[config.mk]
export PLATFORM = sky130hd
export DESIGN_NAME = rw_mgr_ddr3
export DESIGN_NICKNAME = d
export VERILOG_FILES = /design/src/rw_mgr_pkg.sv /design/src/rw_mgr_avl_slave.sv /design/src/rw_mgr_core.sv /design/src/rw_mgr_datapath.sv /design/src/rw_mgr_ddr3.sv /design/src/rw_mgr_inst_seq.sv /design/src/rw_mgr_program_ram.sv
export SDC_FILE = /design/constraint.sdc
export NUM_CORES = 1
export LEC_CHECK = 0
export BUFFER_PORTS_ARGS = -buffer_cell sky130_fd_sc_hd__buf_2
export CELL_PAD_IN_SITES_DETAIL_PLACEMENT = 1
export CELL_PAD_IN_SITES_GLOBAL_PLACEMENT = 1
export CORE_MARGIN = 2
export CORE_UTILIZATION = 45
export CTS_BUF_LIST = sky130_fd_sc_hd__clkbuf_16
export DETAILED_ROUTE_END_ITERATION = 8
export GPL_TIMING_DRIVEN = 0
export PLACE_DENSITY = 0.71
export SYNTH_ARGS = -nofsm -noshare
export SYNTH_HDL_FRONTEND = slang
export SYNTH_SLANG_ARGS = --single-unit
export TNS_END_PERCENT = 100
[constraint.sdc]
create_clock -name afi_clk -period 2.9 [get_ports afi_clk]
set_input_delay 0.435 -clock afi_clk [delete_from_list [all_inputs] [get_ports afi_clk]]
set_output_delay 0.435 -clock afi_clk [all_outputs]
set_load 0.02 [all_outputs]
[src/rw_mgr_pkg.sv]
// Shared widths, Avalon address map, command-bus bit positions and enums for the
// DDR3 read/write manager. Every module imports what it needs from here
`default_nettype none

package rw_mgr_pkg;

	// Avalon slave
	localparam int AVL_ADDR_WIDTH = 8;
	localparam int AVL_DATA_WIDTH = 32;

	// Memory and AFI geometry, half rate with a single rank
	localparam int MEM_ADDRESS_WIDTH = 13;
	localparam int MEM_BANK_WIDTH = 3;
	localparam int MEM_DQ_WIDTH = 8;
	localparam int MEM_CONTROL_WIDTH = 1;
	localparam int MEM_CS_WIDTH = 1;
	localparam int MEM_CKE_WIDTH = 1;
	localparam int MEM_ODT_WIDTH = 1;
	localparam int MEM_DQS_WIDTH = 1;
	localparam int AFI_RATIO = 2;
	localparam int AFI_DATA_WIDTH = MEM_DQ_WIDTH * 2 * AFI_RATIO;
	localparam int NUM_BYTES = AFI_DATA_WIDTH / MEM_DQ_WIDTH;

	// Program tables
	localparam int AC_BUS_WIDTH = 28;
	localparam int AC_DEPTH = 32;
	localparam int AC_ADDR_WIDTH = $clog2(AC_DEPTH);
	localparam int INST_DEPTH = 32;
	localparam int INST_ADDR_WIDTH = $clog2(INST_DEPTH);
	localparam int INST_WIDTH = 16;
	localparam int CNT_WIDTH = 8;

	// Instruction fields: opcode, counter select, command index, jump target
	localparam int OP_WIDTH = 2;
	localparam int INST_OP_LSB = 14;
	localparam int INST_CSEL_BIT = 13;
	localparam int INST_IDX_LSB = 5;
	localparam int INST_TGT_LSB = 0;

	// Command-bus layout
	localparam int AC_ADDR_LSB = 0;
	localparam int AC_BANK_LSB = 13;
	localparam int AC_MEM_RESET_N_BIT = 16;
	localparam int AC_RAS_N_BIT = 17;
	localparam int AC_CAS_N_BIT = 18;
	localparam int AC_WE_N_BIT = 19;
	localparam int AC_DQS_EN_LSB = 20;
	localparam int AC_RDATA_EN_FULL_BIT = 22;
	localparam int AC_RDATA_EN_BIT = 23;
	localparam int AC_WDATA_VALID_BIT = 24;
	localparam int AC_ODT_BIT = 25;
	localparam int AC_CKE_BIT = 26;
	localparam int AC_CS_N_BIT = 27;

	// Deselect with cke and mem_reset_n held high
	localparam logic [AC_BUS_WIDTH-1:0] AC_IDLE = 28'hC0F0000;

	// Avalon word addresses
	localparam logic [AVL_ADDR_WIDTH-1:0] ADDR_AC_BASE = 8'h00;
	localparam logic [AVL_ADDR_WIDTH-1:0] ADDR_INST_BASE = 8'h20;
	localparam logic [AVL_ADDR_WIDTH-1:0] ADDR_RUN = 8'h40;
	localparam logic [AVL_ADDR_WIDTH-1:0] ADDR_CNT0 = 8'h41;
	localparam logic [AVL_ADDR_WIDTH-1:0] ADDR_CNT1 = 8'h42;
	localparam logic [AVL_ADDR_WIDTH-1:0] ADDR_PATTERN = 8'h43;
	localparam logic [AVL_ADDR_WIDTH-1:0] ADDR_STATUS = 8'h44;
	localparam logic [AVL_ADDR_WIDTH-1:0] ADDR_CLEAR = 8'h45;

	typedef enum logic [OP_WIDTH-1:0] {
		OP_END = 2'b00,
		OP_ISSUE = 2'b01,
		OP_JUMP = 2'b10
	} rw_opcode_t;

	typedef enum logic [1:0] {
		S_IDLE = 2'b00,
		S_FETCH = 2'b01,
		S_EXEC = 2'b10
	} seq_state_t;

endpackage

`default_nettype wire

[src/rw_mgr_avl_slave.sv]
// Avalon-MM slave of the read/write manager. Decodes the address map, holds the
// configuration registers and stalls non-status accesses while a program runs
`timescale 1ns/1ns
`default_nettype none

module rw_mgr_avl_slave (
	input  logic afi_clk,
	input  logic rst,
	input  logic [rw_mgr_pkg::AVL_ADDR_WIDTH-1:0] avl_address,
	input  logic avl_write,
	input  logic [rw_mgr_pkg::AVL_DATA_WIDTH-1:0] avl_writedata,
	input  logic avl_read,
	output logic [rw_mgr_pkg::AVL_DATA_WIDTH-1:0] avl_readdata,
	output logic avl_waitrequest,
	input  logic busy,
	input  logic [rw_mgr_pkg::NUM_BYTES-1:0] pass_flags,
	output logic ac_we,
	output logic [rw_mgr_pkg::AC_ADDR_WIDTH-1:0] ac_waddr,
	output logic [rw_mgr_pkg::AC_BUS_WIDTH-1:0] ac_wdata,
	output logic inst_we,
	output logic [rw_mgr_pkg::INST_ADDR_WIDTH-1:0] inst_waddr,
	output logic [rw_mgr_pkg::INST_WIDTH-1:0] inst_wdata,
	output logic run_start,
	output logic [rw_mgr_pkg::INST_ADDR_WIDTH-1:0] start_index,
	output logic [rw_mgr_pkg::CNT_WIDTH-1:0] cnt0_load,
	output logic [rw_mgr_pkg::CNT_WIDTH-1:0] cnt1_load,
	output logic [rw_mgr_pkg::AFI_DATA_WIDTH-1:0] pattern,
	output logic clear_pass
);
	import rw_mgr_pkg::*;

	logic wr_acc;
	logic rd_acc;
	logic [AVL_DATA_WIDTH-1:0] rd_mux;

	// Status stays readable during a run so the host can poll busy
	assign avl_waitrequest = busy && (avl_address != ADDR_STATUS);
	assign wr_acc = avl_write && !avl_waitrequest;
	assign rd_acc = avl_read && !avl_waitrequest;

	assign ac_we = wr_acc && (avl_address[AVL_ADDR_WIDTH-1:AC_ADDR_WIDTH] ==
		ADDR_AC_BASE[AVL_ADDR_WIDTH-1:AC_ADDR_WIDTH]);
	assign ac_waddr = avl_address[AC_ADDR_WIDTH-1:0];
	assign ac_wdata = avl_writedata[AC_BUS_WIDTH-1:0];

	assign inst_we = wr_acc && (avl_address[AVL_ADDR_WIDTH-1:INST_ADDR_WIDTH] ==
		ADDR_INST_BASE[AVL_ADDR_WIDTH-1:INST_ADDR_WIDTH]);
	assign inst_waddr = avl_address[INST_ADDR_WIDTH-1:0];
	assign inst_wdata = avl_writedata[INST_WIDTH-1:0];

	always_ff @(posedge afi_clk) begin
		if (rst) begin
			run_start <= 1'b0;
			clear_pass <= 1'b0;
			cnt0_load <= '0;
			cnt1_load <= '0;
			pattern <= '0;
		end else begin
			run_start <= wr_acc && (avl_address == ADDR_RUN);
			clear_pass <= wr_acc && (avl_address == ADDR_CLEAR);
			if (wr_acc && avl_address == ADDR_CNT0) begin
				cnt0_load <= avl_writedata[CNT_WIDTH-1:0];
			end
			if (wr_acc && avl_address == ADDR_CNT1) begin
				cnt1_load <= avl_writedata[CNT_WIDTH-1:0];
			end
			if (wr_acc && avl_address == ADDR_PATTERN) begin
				pattern <= avl_writedata[AFI_DATA_WIDTH-1:0];
			end
		end
	end

	// Tables are write-only from the host; their read ports belong to the sequencer
	always_comb begin
		rd_mux = '0;
		case (avl_address)
			ADDR_CNT0: rd_mux[CNT_WIDTH-1:0] = cnt0_load;
			ADDR_CNT1: rd_mux[CNT_WIDTH-1:0] = cnt1_load;
			ADDR_PATTERN: rd_mux[AFI_DATA_WIDTH-1:0] = pattern;
			ADDR_STATUS: rd_mux[NUM_BYTES:0] = {pass_flags, busy};
			default: rd_mux = '0;
		endcase
	end

	always_ff @(posedge afi_clk) begin
		if (wr_acc && avl_address == ADDR_RUN) begin
			start_index <= avl_writedata[INST_ADDR_WIDTH-1:0];
		end
		if (rd_acc) begin
			avl_readdata <= rd_mux;
		end
	end

	a_no_rw_overlap: assert property (
		@(posedge afi_clk) disable iff (rst) !(avl_write && avl_read)
	) else $error("Avalon read and write asserted together");

endmodule

`default_nettype wire

[src/rw_mgr_core.sv]
// Generic read/write manager. Connects the Avalon slave, program tables,
// sequencer and datapath; memory-specific unpacking lives in the top level
`timescale 1ns/1ns
`default_nettype none

module rw_mgr_core (
	input  logic afi_clk,
	input  logic rst,
	input  logic [rw_mgr_pkg::AVL_ADDR_WIDTH-1:0] avl_address,
	input  logic avl_write,
	input  logic [rw_mgr_pkg::AVL_DATA_WIDTH-1:0] avl_writedata,
	input  logic avl_read,
	output logic [rw_mgr_pkg::AVL_DATA_WIDTH-1:0] avl_readdata,
	output logic avl_waitrequest,
	output logic [rw_mgr_pkg::AC_BUS_WIDTH-1:0] ac_bus,
	output logic [rw_mgr_pkg::AFI_DATA_WIDTH-1:0] afi_wdata,
	input  logic [rw_mgr_pkg::AFI_DATA_WIDTH-1:0] afi_rdata,
	input  logic afi_rdata_valid
);
	import rw_mgr_pkg::*;

	logic busy;
	logic [NUM_BYTES-1:0] pass_flags;
	logic ac_we;
	logic [AC_ADDR_WIDTH-1:0] ac_waddr;
	logic [AC_BUS_WIDTH-1:0] ac_wdata;
	logic inst_we;
	logic [INST_ADDR_WIDTH-1:0] inst_waddr;
	logic [INST_WIDTH-1:0] inst_wdata;
	logic run_start;
	logic [INST_ADDR_WIDTH-1:0] start_index;
	logic [CNT_WIDTH-1:0] cnt0_load;
	logic [CNT_WIDTH-1:0] cnt1_load;
	logic [AFI_DATA_WIDTH-1:0] pattern;
	logic clear_pass;
	logic [INST_ADDR_WIDTH-1:0] inst_rd_addr;
	logic [INST_WIDTH-1:0] inst_rd_data;
	logic [AC_ADDR_WIDTH-1:0] ac_rd_addr;
	logic [AC_BUS_WIDTH-1:0] ac_rd_data;

	rw_mgr_avl_slave i_avl_slave (
		.afi_clk(afi_clk), .rst(rst),
		.avl_address(avl_address), .avl_write(avl_write), .avl_writedata(avl_writedata),
		.avl_read(avl_read), .avl_readdata(avl_readdata),
		.avl_waitrequest(avl_waitrequest),
		.busy(busy), .pass_flags(pass_flags),
		.ac_we(ac_we), .ac_waddr(ac_waddr), .ac_wdata(ac_wdata),
		.inst_we(inst_we), .inst_waddr(inst_waddr), .inst_wdata(inst_wdata),
		.run_start(run_start), .start_index(start_index),
		.cnt0_load(cnt0_load), .cnt1_load(cnt1_load),
		.pattern(pattern), .clear_pass(clear_pass)
	);

	rw_mgr_program_ram i_program_ram (
		.afi_clk(afi_clk), .busy(busy),
		.ac_we(ac_we), .ac_waddr(ac_waddr), .ac_wdata(ac_wdata),
		.inst_we(inst_we), .inst_waddr(inst_waddr), .inst_wdata(inst_wdata),
		.ac_rd_addr(ac_rd_addr), .inst_rd_addr(inst_rd_addr),
		.ac_rd_data(ac_rd_data), .inst_rd_data(inst_rd_data)
	);

	rw_mgr_inst_seq i_inst_seq (
		.afi_clk(afi_clk), .rst(rst),
		.run_start(run_start), .start_index(start_index),
		.cnt0_load(cnt0_load), .cnt1_load(cnt1_load),
		.inst_rd_data(inst_rd_data), .ac_rd_data(ac_rd_data),
		.inst_rd_addr(inst_rd_addr), .ac_rd_addr(ac_rd_addr),
		.ac_bus(ac_bus), .busy(busy)
	);

	rw_mgr_datapath i_datapath (
		.afi_clk(afi_clk), .rst(rst),
		.ac_bus(ac_bus), .pattern(pattern), .clear_pass(clear_pass),
		.afi_rdata(afi_rdata), .afi_rdata_valid(afi_rdata_valid),
		.afi_wdata(afi_wdata), .pass_flags(pass_flags)
	);

endmodule

`default_nettype wire

[src/rw_mgr_datapath.sv]
// Write pattern drive and byte-wise read compare. The pass flags stay cleared
// after a mismatch until the host clears them
`timescale 1ns/1ns
`default_nettype none

module rw_mgr_datapath (
	input  logic afi_clk,
	input  logic rst,
	input  logic [rw_mgr_pkg::AC_BUS_WIDTH-1:0] ac_bus,
	input  logic [rw_mgr_pkg::AFI_DATA_WIDTH-1:0] pattern,
	input  logic clear_pass,
	input  logic [rw_mgr_pkg::AFI_DATA_WIDTH-1:0] afi_rdata,
	input  logic afi_rdata_valid,
	output logic [rw_mgr_pkg::AFI_DATA_WIDTH-1:0] afi_wdata,
	output logic [rw_mgr_pkg::NUM_BYTES-1:0] pass_flags
);
	import rw_mgr_pkg::*;

	logic [NUM_BYTES-1:0] byte_match;

	// Data follows the wdata_valid bit in the same cycle
	assign afi_wdata = ac_bus[AC_WDATA_VALID_BIT] ? pattern : '0;

	// Each DQ word of the returned beat against the same byte of the pattern
	always_comb begin
		for (int i = 0; i < NUM_BYTES; i++) begin
			byte_match[i] = afi_rdata[i*MEM_DQ_WIDTH +: MEM_DQ_WIDTH] ==
				pattern[i*MEM_DQ_WIDTH +: MEM_DQ_WIDTH];
		end
	end

	always_ff @(posedge afi_clk) begin
		if (rst || clear_pass) begin
			pass_flags <= '1;
		end else if (afi_rdata_valid) begin
			pass_flags <= pass_flags & byte_match;
		end
	end

endmodule

`default_nettype wire

[src/rw_mgr_ddr3.sv]
// DDR3 read/write manager top level. Unpacks the command bus onto half-rate AFI
// signals, with each field copied to both beats and every control lane
`timescale 1ns/1ns
`default_nettype none

module rw_mgr_ddr3 (
	input  logic afi_clk,
	input  logic rst,

	input  logic [rw_mgr_pkg::AVL_ADDR_WIDTH-1:0] avl_address,
	input  logic avl_write,
	input  logic [rw_mgr_pkg::AVL_DATA_WIDTH-1:0] avl_writedata,
	input  logic avl_read,
	output logic [rw_mgr_pkg::AVL_DATA_WIDTH-1:0] avl_readdata,
	output logic avl_waitrequest,

	output logic [rw_mgr_pkg::MEM_ADDRESS_WIDTH*rw_mgr_pkg::AFI_RATIO-1:0] afi_address,
	output logic [rw_mgr_pkg::MEM_BANK_WIDTH*rw_mgr_pkg::AFI_RATIO-1:0] afi_bank,
	output logic [rw_mgr_pkg::MEM_CS_WIDTH*rw_mgr_pkg::AFI_RATIO-1:0] afi_cs_n,
	output logic [rw_mgr_pkg::MEM_CKE_WIDTH*rw_mgr_pkg::AFI_RATIO-1:0] afi_cke,
	output logic [rw_mgr_pkg::MEM_ODT_WIDTH*rw_mgr_pkg::AFI_RATIO-1:0] afi_odt,
	output logic [rw_mgr_pkg::MEM_CONTROL_WIDTH*rw_mgr_pkg::AFI_RATIO-1:0] afi_ras_n,
	output logic [rw_mgr_pkg::MEM_CONTROL_WIDTH*rw_mgr_pkg::AFI_RATIO-1:0] afi_cas_n,
	output logic [rw_mgr_pkg::MEM_CONTROL_WIDTH*rw_mgr_pkg::AFI_RATIO-1:0] afi_we_n,
	output logic [rw_mgr_pkg::MEM_DQS_WIDTH*rw_mgr_pkg::AFI_RATIO-1:0] afi_dqs_en,
	output logic [rw_mgr_pkg::MEM_CONTROL_WIDTH*rw_mgr_pkg::AFI_RATIO-1:0] afi_mem_reset_n,
	output logic [rw_mgr_pkg::AFI_DATA_WIDTH-1:0] afi_wdata,
	output logic [rw_mgr_pkg::MEM_DQS_WIDTH*rw_mgr_pkg::AFI_RATIO-1:0] afi_wdata_valid,
	output logic afi_rdata_en,
	output logic afi_rdata_en_full,
	input  logic [rw_mgr_pkg::AFI_DATA_WIDTH-1:0] afi_rdata,
	input  logic afi_rdata_valid
);
	import rw_mgr_pkg::*;

	logic [AC_BUS_WIDTH-1:0] ac_bus;

	rw_mgr_core i_core (
		.afi_clk(afi_clk), .rst(rst),
		.avl_address(avl_address), .avl_write(avl_write), .avl_writedata(avl_writedata),
		.avl_read(avl_read), .avl_readdata(avl_readdata),
		.avl_waitrequest(avl_waitrequest),
		.ac_bus(ac_bus), .afi_wdata(afi_wdata),
		.afi_rdata(afi_rdata), .afi_rdata_valid(afi_rdata_valid)
	);

	assign afi_address = {AFI_RATIO{ac_bus[AC_ADDR_LSB +: MEM_ADDRESS_WIDTH]}};
	assign afi_bank = {AFI_RATIO{ac_bus[AC_BANK_LSB +: MEM_BANK_WIDTH]}};
	assign afi_cs_n = {(MEM_CS_WIDTH * AFI_RATIO){ac_bus[AC_CS_N_BIT]}};
	assign afi_cke = {(MEM_CKE_WIDTH * AFI_RATIO){ac_bus[AC_CKE_BIT]}};
	assign afi_odt = {(MEM_ODT_WIDTH * AFI_RATIO){ac_bus[AC_ODT_BIT]}};
	assign afi_ras_n = {(MEM_CONTROL_WIDTH * AFI_RATIO){ac_bus[AC_RAS_N_BIT]}};
	assign afi_cas_n = {(MEM_CONTROL_WIDTH * AFI_RATIO){ac_bus[AC_CAS_N_BIT]}};
	assign afi_we_n = {(MEM_CONTROL_WIDTH * AFI_RATIO){ac_bus[AC_WE_N_BIT]}};
	assign afi_mem_reset_n = {(MEM_CONTROL_WIDTH * AFI_RATIO){ac_bus[AC_MEM_RESET_N_BIT]}};

	// Upper dqs_en bit drives the second beat, lower bit the first
	assign afi_dqs_en = {{(MEM_DQS_WIDTH * AFI_RATIO / 2){ac_bus[AC_DQS_EN_LSB + 1]}},
		{(MEM_DQS_WIDTH * AFI_RATIO / 2){ac_bus[AC_DQS_EN_LSB]}}};

	assign afi_wdata_valid = {(MEM_DQS_WIDTH * AFI_RATIO){ac_bus[AC_WDATA_VALID_BIT]}};
	assign afi_rdata_en = ac_bus[AC_RDATA_EN_BIT];
	assign afi_rdata_en_full = ac_bus[AC_RDATA_EN_FULL_BIT];

endmodule

`default_nettype wire

[src/rw_mgr_inst_seq.sv]
// Instruction sequencer. Fetches one instruction every two cycles from the
// instruction table and places the indexed command word on the command bus
`timescale 1ns/1ns
`default_nettype none

module rw_mgr_inst_seq (
	input  logic afi_clk,
	input  logic rst,
	input  logic run_start,
	input  logic [rw_mgr_pkg::INST_ADDR_WIDTH-1:0] start_index,
	input  logic [rw_mgr_pkg::CNT_WIDTH-1:0] cnt0_load,
	input  logic [rw_mgr_pkg::CNT_WIDTH-1:0] cnt1_load,
	input  logic [rw_mgr_pkg::INST_WIDTH-1:0] inst_rd_data,
	input  logic [rw_mgr_pkg::AC_BUS_WIDTH-1:0] ac_rd_data,
	output logic [rw_mgr_pkg::INST_ADDR_WIDTH-1:0] inst_rd_addr,
	output logic [rw_mgr_pkg::AC_ADDR_WIDTH-1:0] ac_rd_addr,
	output logic [rw_mgr_pkg::AC_BUS_WIDTH-1:0] ac_bus,
	output logic busy
);
	import rw_mgr_pkg::*;

	seq_state_t state;
	rw_opcode_t opcode;
	// One spare bit so that running off the end of the table is visible
	logic [INST_ADDR_WIDTH:0] pc;
	logic [CNT_WIDTH-1:0] cnt0;
	logic [CNT_WIDTH-1:0] cnt1;
	logic cnt_sel;
	logic cnt_nonzero;
	logic [INST_ADDR_WIDTH-1:0] jump_target;
	logic issue_q;

	assign opcode = rw_opcode_t'(inst_rd_data[INST_OP_LSB +: OP_WIDTH]);
	assign cnt_sel = inst_rd_data[INST_CSEL_BIT];
	assign jump_target = inst_rd_data[INST_TGT_LSB +: INST_ADDR_WIDTH];
	assign cnt_nonzero = cnt_sel ? (cnt1 != '0) : (cnt0 != '0);

	// Instruction read is issued in S_FETCH, so its data is valid in S_EXEC
	assign inst_rd_addr = pc[INST_ADDR_WIDTH-1:0];

	// Command index is presented during S_EXEC and the word returns a cycle later
	assign ac_rd_addr = inst_rd_data[INST_IDX_LSB +: AC_ADDR_WIDTH];

	always_ff @(posedge afi_clk) begin
		if (rst) begin
			state <= S_IDLE;
			pc <= '0;
			cnt0 <= '0;
			cnt1 <= '0;
			issue_q <= 1'b0;
		end else begin
			issue_q <= 1'b0;
			case (state)
				S_IDLE: begin
					if (run_start) begin
						state <= S_FETCH;
						pc <= {1'b0, start_index};
						cnt0 <= cnt0_load;
						cnt1 <= cnt1_load;
					end
				end
				S_FETCH: begin
					state <= S_EXEC;
				end
				S_EXEC: begin
					state <= S_FETCH;
					case (opcode)
						OP_ISSUE: begin
							issue_q <= 1'b1;
							pc <= pc + 1'b1;
						end
						OP_JUMP: begin
							if (cnt_nonzero) begin
								pc <= {1'b0, jump_target};
								if (cnt_sel) begin
									cnt1 <= cnt1 - 1'b1;
								end else begin
									cnt0 <= cnt0 - 1'b1;
								end
							end else begin
								pc <= pc + 1'b1;
							end
						end
						// OP_END and any undefined opcode stop the program
						default: begin
							state <= S_IDLE;
						end
					endcase
				end
				default: begin
					state <= S_IDLE;
				end
			endcase
		end
	end

	// ac_rd_data is the RAM output register, so the bus comes straight from flops
	assign ac_bus = issue_q ? ac_rd_data : AC_IDLE;

	// Busy covers the start pulse too, closing the window before the FSM leaves idle
	assign busy = run_start || (state != S_IDLE);

	a_no_restart: assert property (
		@(posedge afi_clk) disable iff (rst) run_start |-> state == S_IDLE
	) else $error("run_start received while a program is running");

	a_pc_range: assert property (
		@(posedge afi_clk) disable iff (rst) (state != S_IDLE) |-> pc < INST_DEPTH
	) else $error("Program counter ran past the instruction table");

endmodule

`default_nettype wire

[src/rw_mgr_program_ram.sv]
// Command table and instruction table, loaded by the Avalon slave and read
// synchronously by the sequencer with one cycle of latency
`timescale 1ns/1ns
`default_nettype none

module rw_mgr_program_ram (
	input  logic afi_clk,
	input  logic busy,
	input  logic ac_we,
	input  logic [rw_mgr_pkg::AC_ADDR_WIDTH-1:0] ac_waddr,
	input  logic [rw_mgr_pkg::AC_BUS_WIDTH-1:0] ac_wdata,
	input  logic inst_we,
	input  logic [rw_mgr_pkg::INST_ADDR_WIDTH-1:0] inst_waddr,
	input  logic [rw_mgr_pkg::INST_WIDTH-1:0] inst_wdata,
	input  logic [rw_mgr_pkg::AC_ADDR_WIDTH-1:0] ac_rd_addr,
	input  logic [rw_mgr_pkg::INST_ADDR_WIDTH-1:0] inst_rd_addr,
	output logic [rw_mgr_pkg::AC_BUS_WIDTH-1:0] ac_rd_data,
	output logic [rw_mgr_pkg::INST_WIDTH-1:0] inst_rd_data
);
	import rw_mgr_pkg::*;

	logic [AC_BUS_WIDTH-1:0] ac_mem [AC_DEPTH];
	logic [INST_WIDTH-1:0] inst_mem [INST_DEPTH];

	always_ff @(posedge afi_clk) begin
		if (ac_we) begin
			ac_mem[ac_waddr] <= ac_wdata;
		end
		ac_rd_data <= ac_mem[ac_rd_addr];
	end

	always_ff @(posedge afi_clk) begin
		if (inst_we) begin
			inst_mem[inst_waddr] <= inst_wdata;
		end
		inst_rd_data <= inst_mem[inst_rd_addr];
	end

	// The slave stalls table writes with waitrequest while a program runs
	a_no_write_while_busy: assert property (
		@(posedge afi_clk) busy |-> !(ac_we || inst_we)
	) else $error("Program table written while the sequencer is running");

endmodule

`default_nettype wire

==> run summary, run 1 <==
setup_tns - 0 ns
first-pass GRT wire length - 227.2 mm
Routed Antenna Nets - 0
sequential element share of the synthesized area - 75.80%
Worst Path Required - 3.38 ns
Startpoint Class - flop
P_leak - 21.44 nW
DR WL/cell - 31.27 µm
total nets after synthesis - 2,941
cell count after synthesis - 2,859
Max VDD drop - 656.3 µV
EDFF count, synth - 1,349
Slew Limit Fails - 0
Design Area, Final - 66,700 µm²
sw frac - 20.77%
CTS tree - done
path type of the worst setup path - flop to flop
HP Class - input pin to flop
DRC viols - 0
initial antenna violation count - 5
TritonRoute pass-1 iters - 5
Synth Flop Type - edfxtp_1
Tmin final - 2.855 ns
headroom to the max-slew limit - 16.27%
number of global-route vias before repair - 32,150
Placed Area - 60,430 µm²
# setup viols final - 0
CTS H-tree lvls - 4
Post-Syn Area per Cell - 19.79 µm²
Internal - 34.33 mW
Worst path slowest cell - nor3b_4
Util after Layout - 53.25%
largest fanout on the critical path - 13
total power draw - 43.33 mW
CTS Buf Count - 151
IO buf count - 190
cell count after placement - 4,725
min setup slack post-route - 0.04486 ns
part of the power in registers - 53.4%
Post-Layout Cell Count - 5,079
Hold Fails Final Rpt - 0
synth warn - 0
worst slack at placement - -0.8540 ns
Ports - 194
chip width - 358.6 µm
PwrDens - 649.7 nW/µm²
Clk network pwr share - 44.7%
GRT Overall Usage - 24.70%
largest net degree at the start of global routing - 69
CP endpoint kind - flop
max frequency - 350.2 MHz
CTS sink count - 1,468
HPWL Detailed - 100.3 mm
core area - 125,200 µm²
max-cap viol count - 0
Via density - 6.049
DRT Wirelength - 158.8 mm
total grt overflow - 0
Synth Cell Area - 56,580 µm²
Worst-path clk slew - 0.06 ns
DIE HEIGHT - 358.6 µm
routed via count - 30,720
critical-path cell list - or3_1 > nor3b_4 > nand2_2 > nor2_4 > buf_12
skew final - 0.03276 ns
share of layout cells above drive strength 1 - 31.56%
# rows - 130
status - completed
crit share post-route - 98.45%
asr flop ratio synth - 0%
worst-case clock buffer depth - 3
gp weighted congestion - 0.8620
Max stage delay on crit path - 0.57 ns
flops & latches, synth - 1,468
Netlist cell types - 66
P_sw - 8.998 mW
Layout area overhead - 17.88%
Fin Hold WS - 0.09306 ns
DIE AREA - 128,600 µm²
nets - 3,386
latest clock arrival within the worst-skew pair - 0.79 ns
Starting Density - 45.18%
Worst-Margin Slew - 1.256 ns
Comb power frac - 1.9%
Root Buffer - clkbuf_16
Worst EP arrival - 3.34 ns
Initial DRC Count - 3,244
[layout by cell type, fill, tap and decap left out, types with 63 or more instances in the layout]
master     netlist  routed
a21oi_1        101     101
buf_2           66     243
buf_4           50      96
clkbuf_16        0     152
dfxtp_1        119     118
edfxtp_1      1349    1349
mux4_2         300     300
nand3_1         65      65
nor2_4           0      63
o22ai_1        109     109
[critical path, delay by kind of cell (launching register included)]
| family | cells | cell delay, ns |
|---|---|---|
| simple gates | 4 | 1.95 |
| flops | 1 | 0.40 |
| buf+inv | 1 | 0.19 |
[synth_stat cells (all sizes together), types with 3 or more instances]
master,n,area share (%)
mux2i,3,0.053
edfxtp,1349,72
nand2,30,0.21
o2bb2ai,4,0.062
xnor2,34,0.53
and2,50,0.55
nand3b,9,0.12
nor2b,6,0.066
and3,34,0.38
nor4b,4,0.088
nor4bb,5,0.088
buf,127,1.4
mux2,63,1.3
nor4,17,0.21
inv,10,0.066
a211o,9,0.14
or3b,5,0.077
o32ai,7,0.11
nor2,84,0.56
nand3,65,0.57
a211oi,32,0.43
a221o,33,0.58
a22oi,39,0.52
nor3b,5,0.12
nor3,16,0.18
ha,5,0.11
mux4,300,12
or3,3,0.033
nand2b,21,0.23
clkbuf,66,0.44
a21oi,101,0.89
a31oi,4,0.044
dfxtp,119,4.2
o21ai,64,0.57
nand4,9,0.10
o22ai,109,1.2
[cell type report]
class                   count  area, µm²
fillers                 11300      58550
well taps                1650       2064
repair buffers            286       2524
multi-input cells        1194      13180
diodes                      1      2.502
clock buffers             152       3804
clock inverters           125       1139
flip-flops and latches   1468      42890
plain buffers             193       1056
inverters                  10      37.54
[power groups by stage]
stage / Combinational, mW / Clock, mW / Sequential (mW)
after floorplan: 0.184 / 0 / 23.6
after global placement: 0.711 / 0 / 23.6
after detailed placement: 0.777 / 0 / 23.6
after CTS: 0.799 / 19.6 / 23.2
after global routing: 0.854 / 20.4 / 23.1
final: 0.813 / 19.4 / 23.2
[cell families after synthesis]
family,after synthesis,synth area share (%)
xor+xnor,35,0.5418
compound gates,418,4.785
buf+inv,203,1.906
simple gates,364,3.604
fa+ha+maj,5,0.1106
mux,366,13.25
flops,1468,75.80
[state kept, by name, indices dropped and copies added (netlist names), 8 cells and up]
name,cells
i_core.i_program_ram.inst_rd_data,13
i_core.i_inst_seq.cnt1,8
i_core.i_program_ram.inst_mem,416
i_core.i_avl_slave.avl_readdata,32
i_core.i_program_ram.ac_rd_data,28
i_core.i_avl_slave.cnt0_load,8
i_core.i_avl_slave.pattern,32
i_core.i_inst_seq.cnt0,8
i_core.i_program_ram.ac_mem,896
i_core.i_avl_slave.cnt1_load,8
[metal layers]
layer	vias up	wire length [µm]	track usage (%)
met4	0	5513	9.492
met5	-	0	0
met2	1302	81530	42.06
met3	228	9890	3.320
met1	16430	61910	32.46
li1	12760	-	-
[repair_timing]
| item | in CTS | in global routing |
|---|---|---|
| hold buffers | 5 | 0 |
| pin swaps | 28 | 24 |
| cloned | 6 | 0 |
| setup buffers | 36 | 28 |
| endpoints found under the hold margin | 6 | 0 |
| gates resized for setup | 60 | 26 |
| endpoints found under the setup margin | 1148 | 609 |
[final timing paths]
path / slack (ns) / cells past startpoint / end / start
setup / recovery: 0.04 / 5 / i_core.i_program_ram.inst_mem[30][4] / i_core.i_inst_seq.state[1]
hold / removal: 0.09 / 3 / i_core.i_inst_seq.cnt1[7] / rst
setup reg to reg: 0.04 / 5 / i_core.i_program_ram.inst_mem[30][4] / i_core.i_inst_seq.state[1]
hold reg to reg: 0.47 / 1 / i_core.i_datapath.pass_flags[1] / i_core.i_datapath.pass_flags[1]
No activity file was read; power rests on OpenSTA's default activity.
==> inputs of run 2 (changes only) <==
--- a/config.mk
+++ b/config.mk
@@ -10,7 +10,7 @@
 export CELL_PAD_IN_SITES_GLOBAL_PLACEMENT = 1
 export CORE_MARGIN = 2
 export CORE_UTILIZATION = 45
-export CTS_BUF_LIST = sky130_fd_sc_hd__clkbuf_16
+export CTS_BUF_LIST = sky130_fd_sc_hd__clkbuf_4 sky130_fd_sc_hd__clkbuf_8
 export DETAILED_ROUTE_END_ITERATION = 8
 export GPL_TIMING_DRIVEN = 0
 export PLACE_DENSITY = 0.71
==> run 2 against run 1 <==
  * The run now ends with negative setup slack left
  * Utilization shrank 0.37 points
  * Non-clock buffer count increased by 5
  * Sequential cell count unchanged
  * Critical endpoint is now i_core.i_program_ram.inst_mem[18][6]
  * Design area shrank 0.69%
  * Largest power group unchanged
  * Sequential share of layout area increased by 0.46 points
  * Combinational power is essentially flat
  * Register-to-register slack worse by 0.32 ns
  * Global-route usage down 0.11 points
  * Highest routed layer is now met5
  * Power is 5.1% lower
  * Wire length is 0.51% lower
  * Critical path depth is 1 lower
==> run summary, run 2 (same netlist as run 1, synthesis figures left out) <==
Util after Layout - 52.89% (was 53.25%)
largest fanout on the critical path - 13 (unchanged)
Worst path slowest cell - nor2_1 (was nor3b_4)
Max VDD drop - 459.5 µV (was 656.3 µV)
CTS sink count - 1,468 (unchanged)
max frequency - 315.0 MHz (was 350.2 MHz)
footprint of the multi-input gates - 13,110 µm² (was 13,180 µm²)
Reg with most FFs - i_core.i_program_ram.ac_mem (unchanged)
Layout area overhead - 17.06% (was 17.88%)
reg2reg end - i_core.i_program_ram.inst_mem[18][6] (was i_core.i_program_ram.inst_mem[30][4])
Initial DRC Count - 3,272 (was 3,244)
max-cap viol count - 0 (unchanged)
routed via count - 30,890 (was 30,720)
worst-case clock buffer depth - 3 (unchanged)
number of global-route vias before repair - 32,730 (was 32,150)
CTS H-tree lvls - 4 (unchanged)
nets - 3,463 (was 3,386)
DRC viols - 0 (unchanged)
DIE HEIGHT - 358.6 µm (unchanged)
Ports - 194 (unchanged)
commonest non-fill, non-tap cells in the layout - edfxtp_1, mux4_2, buf_2, clkbuf_8, dfxtp_1 (was edfxtp_1, mux4_2, buf_2)
Starting Density - 45.18% (unchanged)
Design Area, Final - 66,240 µm² (was 66,700 µm²)
critical-path cell list - or3_4 > nor3b_4 > nand2_4 > nor2_1 (was or3_1 > nor3b_4 > nand2_2 > nor2_4 > buf_12)
Hold Crit Start - afi_rdata[15] (was rst)
skew final - 0.07133 ns (was 0.03276 ns)
gp weighted congestion - 0.8620 (unchanged)
HP Class - input pin to flop (unchanged)
core area - 125,200 µm² (unchanged)
headroom to the max-slew limit - 7.405% (was 16.27%)
largest net degree at the start of global routing - 69 (unchanged)
DRT Wirelength - 158.0 mm (was 158.8 mm)
most common cell after layout, fill and taps aside - edfxtp_1 (unchanged)
Via density - 5.912 (was 6.049)
hold path depth - 5 (was 3)
PwrDens - 621.0 nW/µm² (was 649.7 nW/µm²)
Slew Limit Fails - 0 (unchanged)
crit share post-route - 109.5% (was 98.45%)
CTS tree - done (unchanged)
Max stage delay on crit path - 1.14 ns (was 0.57 ns)
Worst-path clk slew - 0.07 ns (was 0.06 ns)
CTS Buf Count - 223 (was 151)
latest clock arrival within the worst-skew pair - 0.96 ns (was 0.79 ns)
# setup viols final - 78 (was 0)
Worst EP arrival - 3.68 ns (was 3.34 ns)
DR WL/cell - 30.24 µm (was 31.27 µm)
Routed Antenna Nets - 0 (unchanged)
# rows - 130 (unchanged)
reg2reg start - i_core.i_inst_seq.state[0] (was i_core.i_inst_seq.state[1])
worst hold endpoint - i_core.i_datapath.pass_flags[1] (was i_core.i_inst_seq.cnt1[7])
initial antenna violation count - 6 (was 5)
Placed Area - 60,430 µm² (unchanged)
max reg flops - 896 (unchanged)
worst slack at placement - -0.8540 ns (unchanged)
Root Buffer - clkbuf_8 (was clkbuf_16)
Largest regs - i_core.i_program_ram.ac_mem x896, i_core.i_program_ram.inst_mem x416 (unchanged)
TritonRoute pass-1 iters - 7 (was 5)
Fill cells - 11,400 (was 11,300)
min setup slack post-route - -0.2743 ns (was 0.04486 ns)
R2R setup slack - -0.27 ns (was 0.04 ns)
CP endpoint kind - flop (unchanged)
setup_tns - -12.82 ns (was 0 ns)
first-pass GRT wire length - 227.2 mm (about the same)
worst-case reg-to-reg path depth - 4 (was 5)
GRT Overall Usage - 24.59% (was 24.70%)
status - finished with violations (was completed)
register area - 42,900 µm² (was 42,890 µm²)
total grt overflow - 0 (unchanged)
Worst Path Required - 3.41 ns (was 3.38 ns)
Startpoint Class - flop (unchanged)
P_leak - 21.30 nW (was 21.44 nW)
DIE AREA - 128,600 µm² (unchanged)
path type of the worst setup path - flop to flop (unchanged)
chip width - 358.6 µm (unchanged)
IO buf count - 190 (unchanged)
Worst-Margin Slew - 1.384 ns (was 1.256 ns)
Hold Fails Final Rpt - 0 (unchanged)
HPWL Detailed - 100.3 mm (unchanged)
violated checks - negative setup slack
Fin Hold WS - 0.08291 ns (was 0.09306 ns)
share of layout cells above drive strength 1 - 34.10% (was 31.56%)
Tmin final - 3.174 ns (was 2.855 ns)
RSZ-0062 raised after global routing - yes
[run 2: changes by cell type in the layout (fill, tap and decap cells not counted), sizes merged]
cell	before	now
buf	406	402
bufinv	16	2
clkbuf	220	390
clkinv	71	79
clkinvlp	3	2
diode	1	3
dlygate4sd3	5	14
inv	45	21
[run 2: stage by stage]
step / instances / power [mW]
after global routing: 5224 / 42.22
after detailed placement: 4725 / 24.39
after floorplan: 2859 / 23.80
after CTS: 5204 / 41.37
after global placement: 4699 / 24.32
final: 5225 / 41.13
[run 2: worst max path at each step]
stage / startpoint / endpoint / slack [ns] / cells past startpoint
after floorplan: avl_address[0] / i_core.i_program_ram.ac_mem[25][0] / -0.21 / 7
after global placement: avl_address[3] / i_core.i_program_ram.ac_mem[12][22] / -2.15 / 5
after detailed placement: avl_address[3] / i_core.i_program_ram.inst_mem[24][13] / -0.85 / 5
after CTS: i_core.i_inst_seq.state[0] / i_core.i_program_ram.inst_mem[18][6] / -0.17 / 4
after global routing: i_core.i_inst_seq.state[0] / i_core.i_program_ram.inst_mem[18][6] / -0.34 / 4
final: i_core.i_inst_seq.state[0] / i_core.i_program_ram.inst_mem[18][6] / -0.27 / 4
[run 2: repair_timing]
action                     in CTS  in global routing
hold endpoints to repair       68                  0
setup endpoints to repair    1151                337
pin swaps                      33                  9
gates resized for setup        69                  3
hold buffers                   14                  0
gates cloned                    6                  0
setup buffers                  43                 17
[run 2: layout make-up]
type,count,share of cell area [%]
clock inverter,94,0.8501
multi-input combinational,1194,19.79
tap,1650,3.117
clock buffer,322,5.935
antenna,3,0.01133
buffer,193,1.608
timing repair buffer,291,3.863
sequential,1468,64.76
inverter,10,0.05667
[run 2: power breakdown]
group          internal [mW]  total, mW  switching, mW
logic                  0.159      0.813          0.653
clock network           8.95       17.2           8.22
registers               23.1       23.2         0.0177
[run 2: worst max-delay path: cells and delay by family, from the launching register on]
family           cells  cell delay [ns]
DFF                  1             0.38
and+or+nand+nor      4             2.37
[run 2: layer usage]
layer | vias up | global-route usage (%) | routed length, µm
met3 | 281 | 4.335 | 10150
met5 | - | 0 | 13
met1 | 16390 | 32.20 | 61910
met4 | 2 | 8.900 | 5240
met2 | 1270 | 41.47 | 80710
li1 | 12940 | - | -
